<file path="config.mk">
export PLATFORM = sky130hd
export DESIGN_NAME = spi_sdram_top
export DESIGN_NICKNAME = d
export VERILOG_FILES = /design/src/spi_loader_pkg.sv /design/src/sdram_ctrl.sv /design/src/spi_sdram_top.sv /design/src/spi_word_bridge.sv /design/src/spirw_slave.sv
export VERILOG_INCLUDE_DIRS = /design/src
export SDC_FILE = /design/constraint.sdc
export NUM_CORES = 1
export LEC_CHECK = 0
export ABC_AREA = 1
export BUFFER_PORTS_ARGS = -buffer_cell sky130_fd_sc_hd__buf_2
export CELL_PAD_IN_SITES_DETAIL_PLACEMENT = 1
export CELL_PAD_IN_SITES_GLOBAL_PLACEMENT = 2
export CORE_MARGIN = 4
export CORE_UTILIZATION = 37
export CTS_BUF_LIST = sky130_fd_sc_hd__clkbuf_2
export DETAILED_ROUTE_END_ITERATION = 16
export PLACE_DENSITY_LB_ADDON = 0.2
export SYNTH_ARGS = -nofsm -noshare
export SYNTH_HDL_FRONTEND = slang
export SYNTH_SLANG_ARGS = --single-unit
</file>
<file path="constraint.sdc">
create_clock -name clk -period 2.45 [get_ports clk]
set_input_delay 0.49 -clock clk [delete_from_list [all_inputs] [get_ports clk]]
set_output_delay 0.49 -clock clk [all_outputs]
set_load 0.03 [all_outputs]
</file>
<file path="src/spi_loader_consts.svh">
`ifndef SPI_LOADER_CONSTS_SVH
`define SPI_LOADER_CONSTS_SVH

// sdram power-up wait in clk cycles, short for simulation
`define SDRAM_INIT_CYCLES 200

// auto refresh interval in clk cycles
`define SDRAM_REFRESH_CYCLES 780

// sdram timing, in clk cycles
`define SDRAM_TRCD 2 // activate to read/write
`define SDRAM_TRP 2  // precharge period
`define SDRAM_TRFC 7 // refresh cycle time
`define SDRAM_CAS 2  // read latency

// first byte of an spi transaction
`define SPI_CMD_WRITE 8'h00
`define SPI_CMD_READ 8'h01

`endif

</file>
<file path="src/spi_loader_pkg.sv">
`default_nettype none

package spi_loader_pkg;

  // spi address as seen by the sdram region
  typedef struct packed {
    logic [7:0]  region;    // 8'h00 is sdram
    logic [22:0] word_addr;
    logic        byte_sel;  // 0 upper byte, 1 lower byte
  } spi_mem_addr_t;

  // same word as seen by the control region
  typedef struct packed {
    logic [7:0]  region;    // 8'hff is the control register
    logic [15:0] unused;
    logic [7:0]  reg_sel;
  } spi_ctl_addr_t;

  typedef union packed {
    spi_mem_addr_t mem;
    spi_ctl_addr_t ctl;
  } spi_addr_u;

  // one word access towards the sdram controller
  typedef struct packed {
    logic        we;
    logic [22:0] addr;
    logic [15:0] wdata;
  } mem_req_t;

  typedef struct packed {
    logic [15:0] rdata;
  } mem_rsp_t;

  // {cs_n, ras_n, cas_n, we_n}
  typedef enum logic [3:0] {
    cmd_nop       = 4'b0111,
    cmd_active    = 4'b0011,
    cmd_read      = 4'b0101,
    cmd_write     = 4'b0100,
    cmd_precharge = 4'b0010,
    cmd_refresh   = 4'b0001,
    cmd_load_mode = 4'b0000
  } sdram_cmd_e;

endpackage

`default_nettype wire

</file>
<file path="src/sdram_ctrl.sv">
`timescale 1ns/100ps
`default_nettype none

`include "spi_loader_consts.svh"

module sdram_ctrl
(
  input  wire                         clk,
  input  wire                         rst,
  input  wire spi_loader_pkg::mem_req_t req,
  input  wire                         req_valid,
  output logic                        req_ready,
  output spi_loader_pkg::mem_rsp_t    rsp,
  output logic                        rsp_valid,
  output logic                        sdram_cke,
  output spi_loader_pkg::sdram_cmd_e  sdram_cmd,
  output logic [1:0]                  sdram_ba,
  output logic [12:0]                 sdram_a,
  output logic [1:0]                  sdram_dqm,
  input  wire  [15:0]                 sdram_dq_in,
  output logic [15:0]                 sdram_dq_out,
  output logic                        sdram_dq_oe
);

  localparam int CNT_W = $clog2(`SDRAM_INIT_CYCLES + 1);
  localparam int REF_W = $clog2(`SDRAM_REFRESH_CYCLES);
  // sequential, burst 1, write burst follows read
  localparam logic [12:0] MODE_REG = {6'b000000, 3'(`SDRAM_CAS), 4'b0000};
  // write recovery plus tRP after the auto precharge access
  localparam int POST_WAIT = `SDRAM_TRP + 1;

  typedef enum logic [2:0] {
    st_init,
    st_init_pre,
    st_init_ref,
    st_init_mrd,
    st_idle,
    st_ref,
    st_trcd,
    st_post
  } state_e;

  state_e                   state;
  logic [CNT_W-1:0]         cnt;
  logic [REF_W-1:0]         ref_cnt;
  logic                     ref_due;
  logic                     second_ref;
  spi_loader_pkg::mem_req_t acc;
  logic [`SDRAM_CAS:0]      rd_pipe;

  assign req_ready = (state == st_idle) && !ref_due; // refresh wins over requests

  wire accept    = req_valid && req_ready;
  wire ref_start = (state == st_idle) && ref_due;
  wire rd_issue  = (state == st_trcd) && (cnt == '0) && !acc.we;

  always_ff @(posedge clk)
  begin
    if (rst)
    begin
      ref_cnt <= '0;
      ref_due <= 1'b0;
    end
    else
    begin
      if (ref_start)
        ref_due <= 1'b0;
      if (ref_cnt == REF_W'(`SDRAM_REFRESH_CYCLES - 1))
      begin
        ref_cnt <= '0;
        ref_due <= 1'b1;
      end
      else
        ref_cnt <= ref_cnt + 1'b1;
    end
  end

  always_ff @(posedge clk)
  begin
    if (accept)
      acc <= req;
  end

  always_ff @(posedge clk)
  begin
    if (rst)
    begin
      state       <= st_init;
      cnt         <= CNT_W'(`SDRAM_INIT_CYCLES - 1);
      second_ref  <= 1'b1;
      sdram_cke   <= 1'b0;
      sdram_dqm   <= 2'b11; // held high through init
      sdram_cmd   <= spi_loader_pkg::cmd_nop;
      sdram_dq_oe <= 1'b0;
    end
    else
    begin
      sdram_cmd   <= spi_loader_pkg::cmd_nop;
      sdram_dq_oe <= 1'b0;
      if (cnt != '0)
        cnt <= cnt - 1'b1;

      case (state)
        st_init:
        begin
          if (cnt == CNT_W'(1))
            sdram_cke <= 1'b1; // a cycle ahead of the first command
          if (cnt == '0)
          begin
            sdram_cmd <= spi_loader_pkg::cmd_precharge;
            sdram_a   <= 13'h0400; // a10 set, all banks
            cnt       <= CNT_W'(`SDRAM_TRP - 1);
            state     <= st_init_pre;
          end
        end
        st_init_pre:
          if (cnt == '0)
          begin
            sdram_cmd <= spi_loader_pkg::cmd_refresh;
            cnt       <= CNT_W'(`SDRAM_TRFC - 1);
            state     <= st_init_ref;
          end
        st_init_ref:
          if (cnt == '0)
          begin
            if (second_ref)
            begin
              sdram_cmd  <= spi_loader_pkg::cmd_refresh;
              cnt        <= CNT_W'(`SDRAM_TRFC - 1);
              second_ref <= 1'b0;
            end
            else
            begin
              sdram_cmd <= spi_loader_pkg::cmd_load_mode;
              sdram_ba  <= 2'b00;
              sdram_a   <= MODE_REG;
              cnt       <= CNT_W'(1); // tMRD
              state     <= st_init_mrd;
            end
          end
        st_init_mrd:
          if (cnt == '0)
          begin
            sdram_dqm <= 2'b00;
            state     <= st_idle;
          end
        st_idle:
          if (ref_due)
          begin
            sdram_cmd <= spi_loader_pkg::cmd_refresh; // all banks closed here
            cnt       <= CNT_W'(`SDRAM_TRFC - 1);
            state     <= st_ref;
          end
          else if (req_valid)
          begin
            // word addr = row[22:11], bank[10:9], column[8:0]
            sdram_cmd <= spi_loader_pkg::cmd_active;
            sdram_ba  <= req.addr[10:9];
            sdram_a   <= {1'b0, req.addr[22:11]};
            cnt       <= CNT_W'(`SDRAM_TRCD - 1);
            state     <= st_trcd;
          end
        st_ref:
          if (cnt == '0)
            state <= st_idle;
        st_trcd:
          if (cnt == '0)
          begin
            sdram_cmd    <= acc.we ? spi_loader_pkg::cmd_write : spi_loader_pkg::cmd_read;
            sdram_a      <= {2'b00, 1'b1, 1'b0, acc.addr[8:0]}; // a10 auto precharge
            sdram_dq_out <= acc.wdata;
            sdram_dq_oe  <= acc.we;
            cnt          <= CNT_W'(POST_WAIT);
            state        <= st_post;
          end
        st_post:
          if (cnt == '0)
            state <= st_idle;
        default:
          state <= st_init;
      endcase
    end
  end

  // read data is on the bus cas cycles after the read command
  always_ff @(posedge clk)
  begin
    if (rst)
    begin
      rd_pipe   <= '0;
      rsp_valid <= 1'b0;
    end
    else
    begin
      rd_pipe   <= {rd_pipe[`SDRAM_CAS-1:0], rd_issue};
      rsp_valid <= rd_pipe[`SDRAM_CAS];
    end
  end

  always_ff @(posedge clk)
  begin
    if (rd_pipe[`SDRAM_CAS])
      rsp.rdata <= sdram_dq_in;
  end

  assert property (@(posedge clk) disable iff (rst)
    sdram_cmd == spi_loader_pkg::cmd_refresh
      |=> (sdram_cmd == spi_loader_pkg::cmd_nop) [*(`SDRAM_TRFC - 1)]);

  assert property (@(posedge clk) disable iff (rst)
    sdram_cmd == spi_loader_pkg::cmd_precharge
      |=> (sdram_cmd == spi_loader_pkg::cmd_nop) [*(`SDRAM_TRP - 1)]);

endmodule

`default_nettype wire

</file>
<file path="src/spi_sdram_top.sv">
`timescale 1ns/100ps
`default_nettype none

module spi_sdram_top
(
  input  wire                        clk,
  input  wire                        rst,
  input  wire                        csn,
  input  wire                        sclk,
  input  wire                        mosi,
  output wire                        miso,
  output logic [7:0]                 cpu_control,
  output logic                       sdram_cke,
  output spi_loader_pkg::sdram_cmd_e sdram_cmd,
  output logic [1:0]                 sdram_ba,
  output logic [12:0]                sdram_a,
  output logic [1:0]                 sdram_dqm,
  input  wire  [15:0]                sdram_dq_in,
  output logic [15:0]                sdram_dq_out,
  output logic                       sdram_dq_oe
);

  spi_loader_pkg::spi_addr_u spi_addr;
  logic                      spi_rd;
  logic                      spi_wr;
  logic [7:0]                spi_wdata;  // byte from the host
  logic [7:0]                spi_rdata;  // byte back to the host
  spi_loader_pkg::mem_req_t  mem_req;
  logic                      mem_req_valid;
  logic                      mem_req_ready;
  spi_loader_pkg::mem_rsp_t  mem_rsp;
  logic                      mem_rsp_valid;

  spirw_slave u_slave
  (
    .clk      (clk),
    .rst      (rst),
    .csn      (csn),
    .sclk     (sclk),
    .mosi     (mosi),
    .miso     (miso),
    .rd       (spi_rd),
    .wr       (spi_wr),
    .addr     (spi_addr),
    .data_in  (spi_rdata),
    .data_out (spi_wdata)
  );

  spi_word_bridge u_bridge
  (
    .clk         (clk),
    .rst         (rst),
    .rd          (spi_rd),
    .wr          (spi_wr),
    .addr        (spi_addr),
    .data_out    (spi_wdata),
    .data_in     (spi_rdata),
    .req         (mem_req),
    .req_valid   (mem_req_valid),
    .req_ready   (mem_req_ready),
    .rsp         (mem_rsp),
    .rsp_valid   (mem_rsp_valid),
    .cpu_control (cpu_control)
  );

  sdram_ctrl u_sdram
  (
    .clk          (clk),
    .rst          (rst),
    .req          (mem_req),
    .req_valid    (mem_req_valid),
    .req_ready    (mem_req_ready),
    .rsp          (mem_rsp),
    .rsp_valid    (mem_rsp_valid),
    .sdram_cke    (sdram_cke),
    .sdram_cmd    (sdram_cmd),
    .sdram_ba     (sdram_ba),
    .sdram_a      (sdram_a),
    .sdram_dqm    (sdram_dqm),
    .sdram_dq_in  (sdram_dq_in),
    .sdram_dq_out (sdram_dq_out),
    .sdram_dq_oe  (sdram_dq_oe)
  );

endmodule

`default_nettype wire

</file>
<file path="src/spi_word_bridge.sv">
`timescale 1ns/100ps
`default_nettype none

module spi_word_bridge
(
  input  wire                       clk,
  input  wire                       rst,
  input  wire                       rd,
  input  wire                       wr,
  input  wire spi_loader_pkg::spi_addr_u addr,
  input  wire  [7:0]                data_out,
  output logic [7:0]                data_in,
  output spi_loader_pkg::mem_req_t  req,
  output logic                      req_valid,
  input  wire                       req_ready,
  input  wire spi_loader_pkg::mem_rsp_t rsp,
  input  wire                       rsp_valid,
  output logic [7:0]                cpu_control
);

  wire in_mem  = addr.mem.region == 8'h00;
  wire in_ctl  = addr.ctl.region == 8'hff;
  wire wr_word = wr & in_mem & addr.mem.byte_sel; // odd byte closes the word
  wire rd_word = rd & in_mem;

  logic [7:0] hi_byte;    // even byte waiting for its partner
  logic       rd_pending;
  logic       lo_sel;     // byte lane of the read in flight

  always_ff @(posedge clk)
  begin
    if (rst)
    begin
      req_valid   <= 1'b0;
      rd_pending  <= 1'b0;
      cpu_control <= '0;
    end
    else
    begin
      if (wr_word || rd_word)
        req_valid <= 1'b1;
      else if (req_ready)
        req_valid <= 1'b0;

      if (rd_word)
        rd_pending <= 1'b1;
      else if (rsp_valid)
        rd_pending <= 1'b0;

      if (wr && in_ctl)
        cpu_control <= data_out;
    end
  end

  // request payload, stays put until the next request
  always_ff @(posedge clk)
  begin
    if (wr && in_mem && !addr.mem.byte_sel)
      hi_byte <= data_out;

    if (wr_word)
    begin
      req <= '{we: 1'b1, addr: addr.mem.word_addr, wdata: {hi_byte, data_out}};
    end
    else if (rd_word)
    begin
      req    <= '{we: 1'b0, addr: addr.mem.word_addr, wdata: 16'h0000};
      lo_sel <= addr.mem.byte_sel;
    end
  end

  always_ff @(posedge clk)
  begin
    if (rsp_valid)
      data_in <= lo_sel ? rsp.rdata[7:0] : rsp.rdata[15:8];
    else if (rd && !in_mem)
      data_in <= 8'h00; // nothing readable outside sdram
  end

  // a new word must not overrun one still waiting on the controller
  assert property (@(posedge clk) disable iff (rst)
    (wr_word || rd_word) |-> !(req_valid && !req_ready));

  assert property (@(posedge clk) disable iff (rst) rsp_valid |-> rd_pending);

endmodule

`default_nettype wire

</file>
<file path="src/spirw_slave.sv">
`timescale 1ns/100ps
`default_nettype none

`include "spi_loader_consts.svh"

module spirw_slave
(
  input  wire                       clk,
  input  wire                       rst,
  input  wire                       csn,
  input  wire                       sclk,
  input  wire                       mosi,
  output logic                      miso,
  output logic                      rd,
  output logic                      wr,
  output spi_loader_pkg::spi_addr_u addr,
  input  wire  [7:0]                data_in,
  output logic [7:0]                data_out
);

  logic [1:0] csn_q;
  logic [2:0] sclk_q;  // two sync stages plus one for edge detect
  logic [1:0] mosi_q;  // kept in step with sclk_q[1]
  logic [6:0] rx_sr;
  logic [7:0] tx_sr;
  logic [2:0] bit_cnt;
  logic [2:0] byte_cnt; // 0 cmd, 1..4 addr, 5 dummy or first data, 6 data
  logic [7:0] cmd;

  wire       sel       = ~csn_q[1];
  wire       sclk_rise = sclk_q[1] & ~sclk_q[2];
  wire       sclk_fall = ~sclk_q[1] & sclk_q[2];
  wire [7:0] rx_byte   = {rx_sr, mosi_q[1]};
  wire       byte_done = sel & sclk_rise & (bit_cnt == 3'd7);
  wire       is_read   = cmd == `SPI_CMD_READ;
  wire       is_write  = cmd == `SPI_CMD_WRITE;

  // falling edge closing the dummy byte or a data byte of a read
  wire tx_load = sel & sclk_fall & (bit_cnt == 3'd0) & is_read & (byte_cnt == 3'd6);

  always_ff @(posedge clk)
  begin
    if (rst)
    begin
      csn_q  <= 2'b11;
      sclk_q <= '0;
    end
    else
    begin
      csn_q  <= {csn_q[0], csn};
      sclk_q <= {sclk_q[1:0], sclk};
    end
  end

  always_ff @(posedge clk)
  begin
    mosi_q <= {mosi_q[0], mosi};
  end

  always_ff @(posedge clk)
  begin
    rd <= 1'b0;
    wr <= 1'b0;
    if (rst || !sel)
    begin
      bit_cnt  <= '0;
      byte_cnt <= '0;
      cmd      <= '0;
    end
    else
    begin
      if (sclk_rise)
      begin
        rx_sr   <= rx_byte[6:0];
        bit_cnt <= bit_cnt + 3'd1;
      end
      if (byte_done)
      begin
        byte_cnt <= (byte_cnt == 3'd6) ? byte_cnt : byte_cnt + 3'd1;
        case (byte_cnt)
          3'd0:                   cmd  <= rx_byte;
          3'd1, 3'd2, 3'd3, 3'd4: addr <= {addr[23:0], rx_byte}; // msb first
          default:                ;
        endcase
        // first fetch runs during the dummy byte
        if (byte_cnt == 3'd4 && is_read)
          rd <= 1'b1;
        if (byte_cnt >= 3'd5 && is_write)
        begin
          data_out <= rx_byte;
          wr       <= 1'b1;
        end
      end
      // prefetch the next byte while this one goes out
      if (tx_load)
      begin
        addr <= addr + 32'd1;
        rd   <= 1'b1;
      end
      if (wr)
        addr <= addr + 32'd1; // bridge took addr this cycle
    end
  end

  // miso changes on falling sclk, host samples on rising
  always_ff @(posedge clk)
  begin
    if (rst || !sel)
      tx_sr <= '0;
    else if (tx_load)
      tx_sr <= data_in;
    else if (sclk_fall)
      tx_sr <= {tx_sr[6:0], 1'b0};
  end

  assign miso = tx_sr[7];

  assert property (@(posedge clk) disable iff (rst) !(rd && wr));

endmodule

`default_nettype wire

</file>
==> run summary <==
Vias in the first global route - 7830
Chip height - 176 um
CP dominant cell by count - inv_1
Compound-Gate Fraction of Synth Area - 5.95%
Synth Register Bits - 249
Sequential fraction of the synthesis area - 64.5%
Worst hold stages - 2
Finished Layout Cells - 1603
Syn Area/Cell - 10.4 um^2
Wire length per cell - 15.9 um
Finished Core Util - 43.7%
CP Capture Type - flip-flop
CP Launch Type - flip-flop
Synth Instances - 1005
Highest Clock Rate - 0.465 GHz
Clk_skew - 0.0791 ns
Die area - 31000 um^2
Initial Util - 37.6%
Dominant cell type by area after synthesis - edfxtp_1
Clock Root Buffer - clkbuf_2
Remaining global-route overflow - 0
Setup Viol. Count Final - 0
Fillers - 3253
Via count - 7400
Max Cap Viol - 0
Area of the mapped netlist - 10400 um^2
Total power - 8.37 mW
Post-synth EDFFs - 175
Area of the core - 27800 um^2
CP cell instances - inv_1 > nand2_1 > nor2_2 > inv_1 > nor3_2 > buf_4
Post-layout min period - 2.15 ns
Worst-path clk slew - 0.10 ns
DRC Markers - 0
Tightest Hold Check Type - primary input to flip-flop
Final Hold Fails - 0
Most common cell in the netlist - nand2_1
P per Cell Area - 689 nW/um^2
Largest family of logic cells by synthesized area - simple AND/OR/NAND/NOR gates
1st-pass router iterations - 4
CP max FO - 17
Max Slew Vio Count - 0
Placed cell count - 1453
Vias per Instance - 4.62
Count of clock tree sinks - 249
Worst path depth - 6
Crit-path slowest cell - nor2_2
Worst-Margin Slew - 0.774 ns
Clock Tree Buf Depth - 3
Synth top cells by count - 183 x nand2_1, 175 x edfxtp_1, 165 x nor2_1, 110 x inv_1, 74 x dfxtp_1
Crit path max-delay family - simple AND/OR/NAND/NOR gates
Num rows - 61
First-pass GRT wire length - 42000 um
Port-buffer cells - 66
Critical Path Max Stage Delay - 0.53 ns
DRT iter0 DRCs - 352
Clock Latency Late Sink - 0.81 ns
Unrepaired setup endpoints after global routing - false
Mux cell area share after synthesis - 0%
Initial antenna violation count - 1
Placed cell area - 11300 um^2
Routed WL - 25500 um
P&R area growth vs syn - 16.4%
Slew HR - 48.3%
Main synth FF type - edfxtp_1
Leak - 4.91 nW
Post-DP HPWL - 17800 um
CP Data Arrival Time - 2.60 ns
Grt met2 use - 28.0%
Most Used Layer, Global Route - met2
Synth Area in Simple Gates - 19.9%
Post-Synth Adder-Cell Area - 1.56%
Post-route ant nets - 0
Cell variety after synth - 47
Bufs and invs on worst path - 3
Largest net degree at the start of global routing - 42
TritonCTS clock tree - yes
Num CTS Buffers - 70
Data required, critical path - 2.90 ns
Nets - 1201
Routability cong. - 0.828
Status - finished, final reports clean
Synth Area in XOR/XNOR - 2.18%
Die Wd - 176 um
Post-route cell area - 12100 um^2
Total global-route track usage - 17.1%
Share of cells above drive strength 1 - 21.2%
Ys async rst share - 0%
M1 GR Usage - 22.7%
Synth warnings - 0
Met3 usage - 3.38%
I/O pin count - 69
R2R cell count - 6
Setup CP Type - flip-flop to flip-flop
Final setup TNS - 0 ns
Top post-synthesis cells by area - edfxtp_1 50%, dfxtp_1 14%, nand2_1 6.6%, nor2_1 5.9%, inv_1 4.0%
Max IR drop VDD - 294 uV
Top-area cell type share of the netlist area - 50.4%
H-tree Lvls - 3
Final period util - 87.8%
==> report_power, final <==
group,leakage (nW),internal [mW],total [mW],switching [mW]
Clock,0.485,1.17,2.91,1.74
Combinational,2.16,0.265,0.817,0.553
Sequential,2.26,4.57,4.64,0.0683
Total,4.91,6.00,8.37,2.36
==> worst paths after layout <==
check / from / to / slack [ns]
setup / recovery: u_sdram.state[0]$_SDFFE_PP0P_ / u_sdram.sdram_dq_out[8]$_DFFE_PP_ / 0.30
hold / removal: mosi / u_slave.mosi_q[0]$_DFF_P_ / 0.32
setup reg to reg: u_sdram.state[0]$_SDFFE_PP0P_ / u_sdram.sdram_dq_out[8]$_DFFE_PP_ / 0.30
hold reg to reg: u_slave.mosi_q[0]$_DFF_P_ / u_slave.mosi_q[1]$_DFF_P_ / 0.32
==> stage by stage <==
step	hold slack (ns)	setup WS [ns]
final	0.320	0.299
after global routing	0.222	0.112
after CTS	0.202	0.242
after detailed placement	0.321	0.314
after global placement	0.317	0.360
after floorplan	0.310	0.115
==> cell type report <==
| type | count | area, um^2 | area share (%) |
|---|---|---|---|
| Tap cell | 378 | 473 | 3.89 |
| Sequential cell | 249 | 6740 | 55.4 |
| Clock buffer | 108 | 541 | 4.45 |
| Multi-Input combinational cell | 614 | 3120 | 25.7 |
| Inverter | 121 | 454 | 3.74 |
| Clock inverter | 21 | 82.6 | 0.680 |
| Antenna cell | 1 | 2.50 | 0.0206 |
| Timing Repair Buffer | 111 | 743 | 6.12 |
==> cells in the final DEF, fill, tap and decap left out, types with 16 or more instances in the layout <==
cell | Yosys | final
buf_2 | 3 | 66
nand3_1 | 42 | 42
buf_4 | 5 | 23
o21ai_0 | 45 | 45
dlygate4sd3_1 | 0 | 20
nand2_1 | 183 | 183
clkinv_1 | 0 | 18
inv_1 | 110 | 110
nor2_1 | 165 | 164
edfxtp_1 | 175 | 175
clkbuf_2 | 0 | 108
dfxtp_1 | 74 | 74
o21ai_1 | 16 | 16
a21oi_1 | 27 | 27
==> cell families (layout without fill, tap and decap cells) <==
logic type	after synthesis	count (layout)
flip-flops	249	249
XOR/XNOR	26	26
buffers and inverters	143	361
adder cells (fa/ha/maj)	13	13
other	1	3
AND/OR/NAND/NOR	464	464
AO/OA/AOI/OAI	109	109
==> per-layer routing <==
metal  vias to the layer above  routed length [um]
met5                         -                   0
met4                         0                 660
met3                        56                 932
met2                       131               12100
met1                      3513               11800
li1                       3700                   -
==> flip-flops by register name, summed over array words and instances (netlist names), 7 cells and up <==
signal                count
u_bridge.req             40
u_slave.addr             32
u_sdram.acc              26
u_sdram.rsp              16
u_sdram.sdram_dq_out     16
u_sdram.sdram_a          12
u_sdram.ref_cnt          10
u_bridge.cpu_control      8
u_bridge.data_in          8
u_bridge.hi_byte          8
u_sdram.cnt               8
u_slave.cmd               8
u_slave.data_out          8
u_slave.tx_sr             8
u_slave.rx_sr             7
==> timing repair <==
| item | CTS | global route |
|---|---|---|
| setup buffers | 0 | 0 |
| gates resized for setup | 0 | 0 |
| hold buffers | 20 | 0 |
| hold endpoints to repair | 20 | 0 |
No activity file was read; power rests on OpenSTA's default activity.
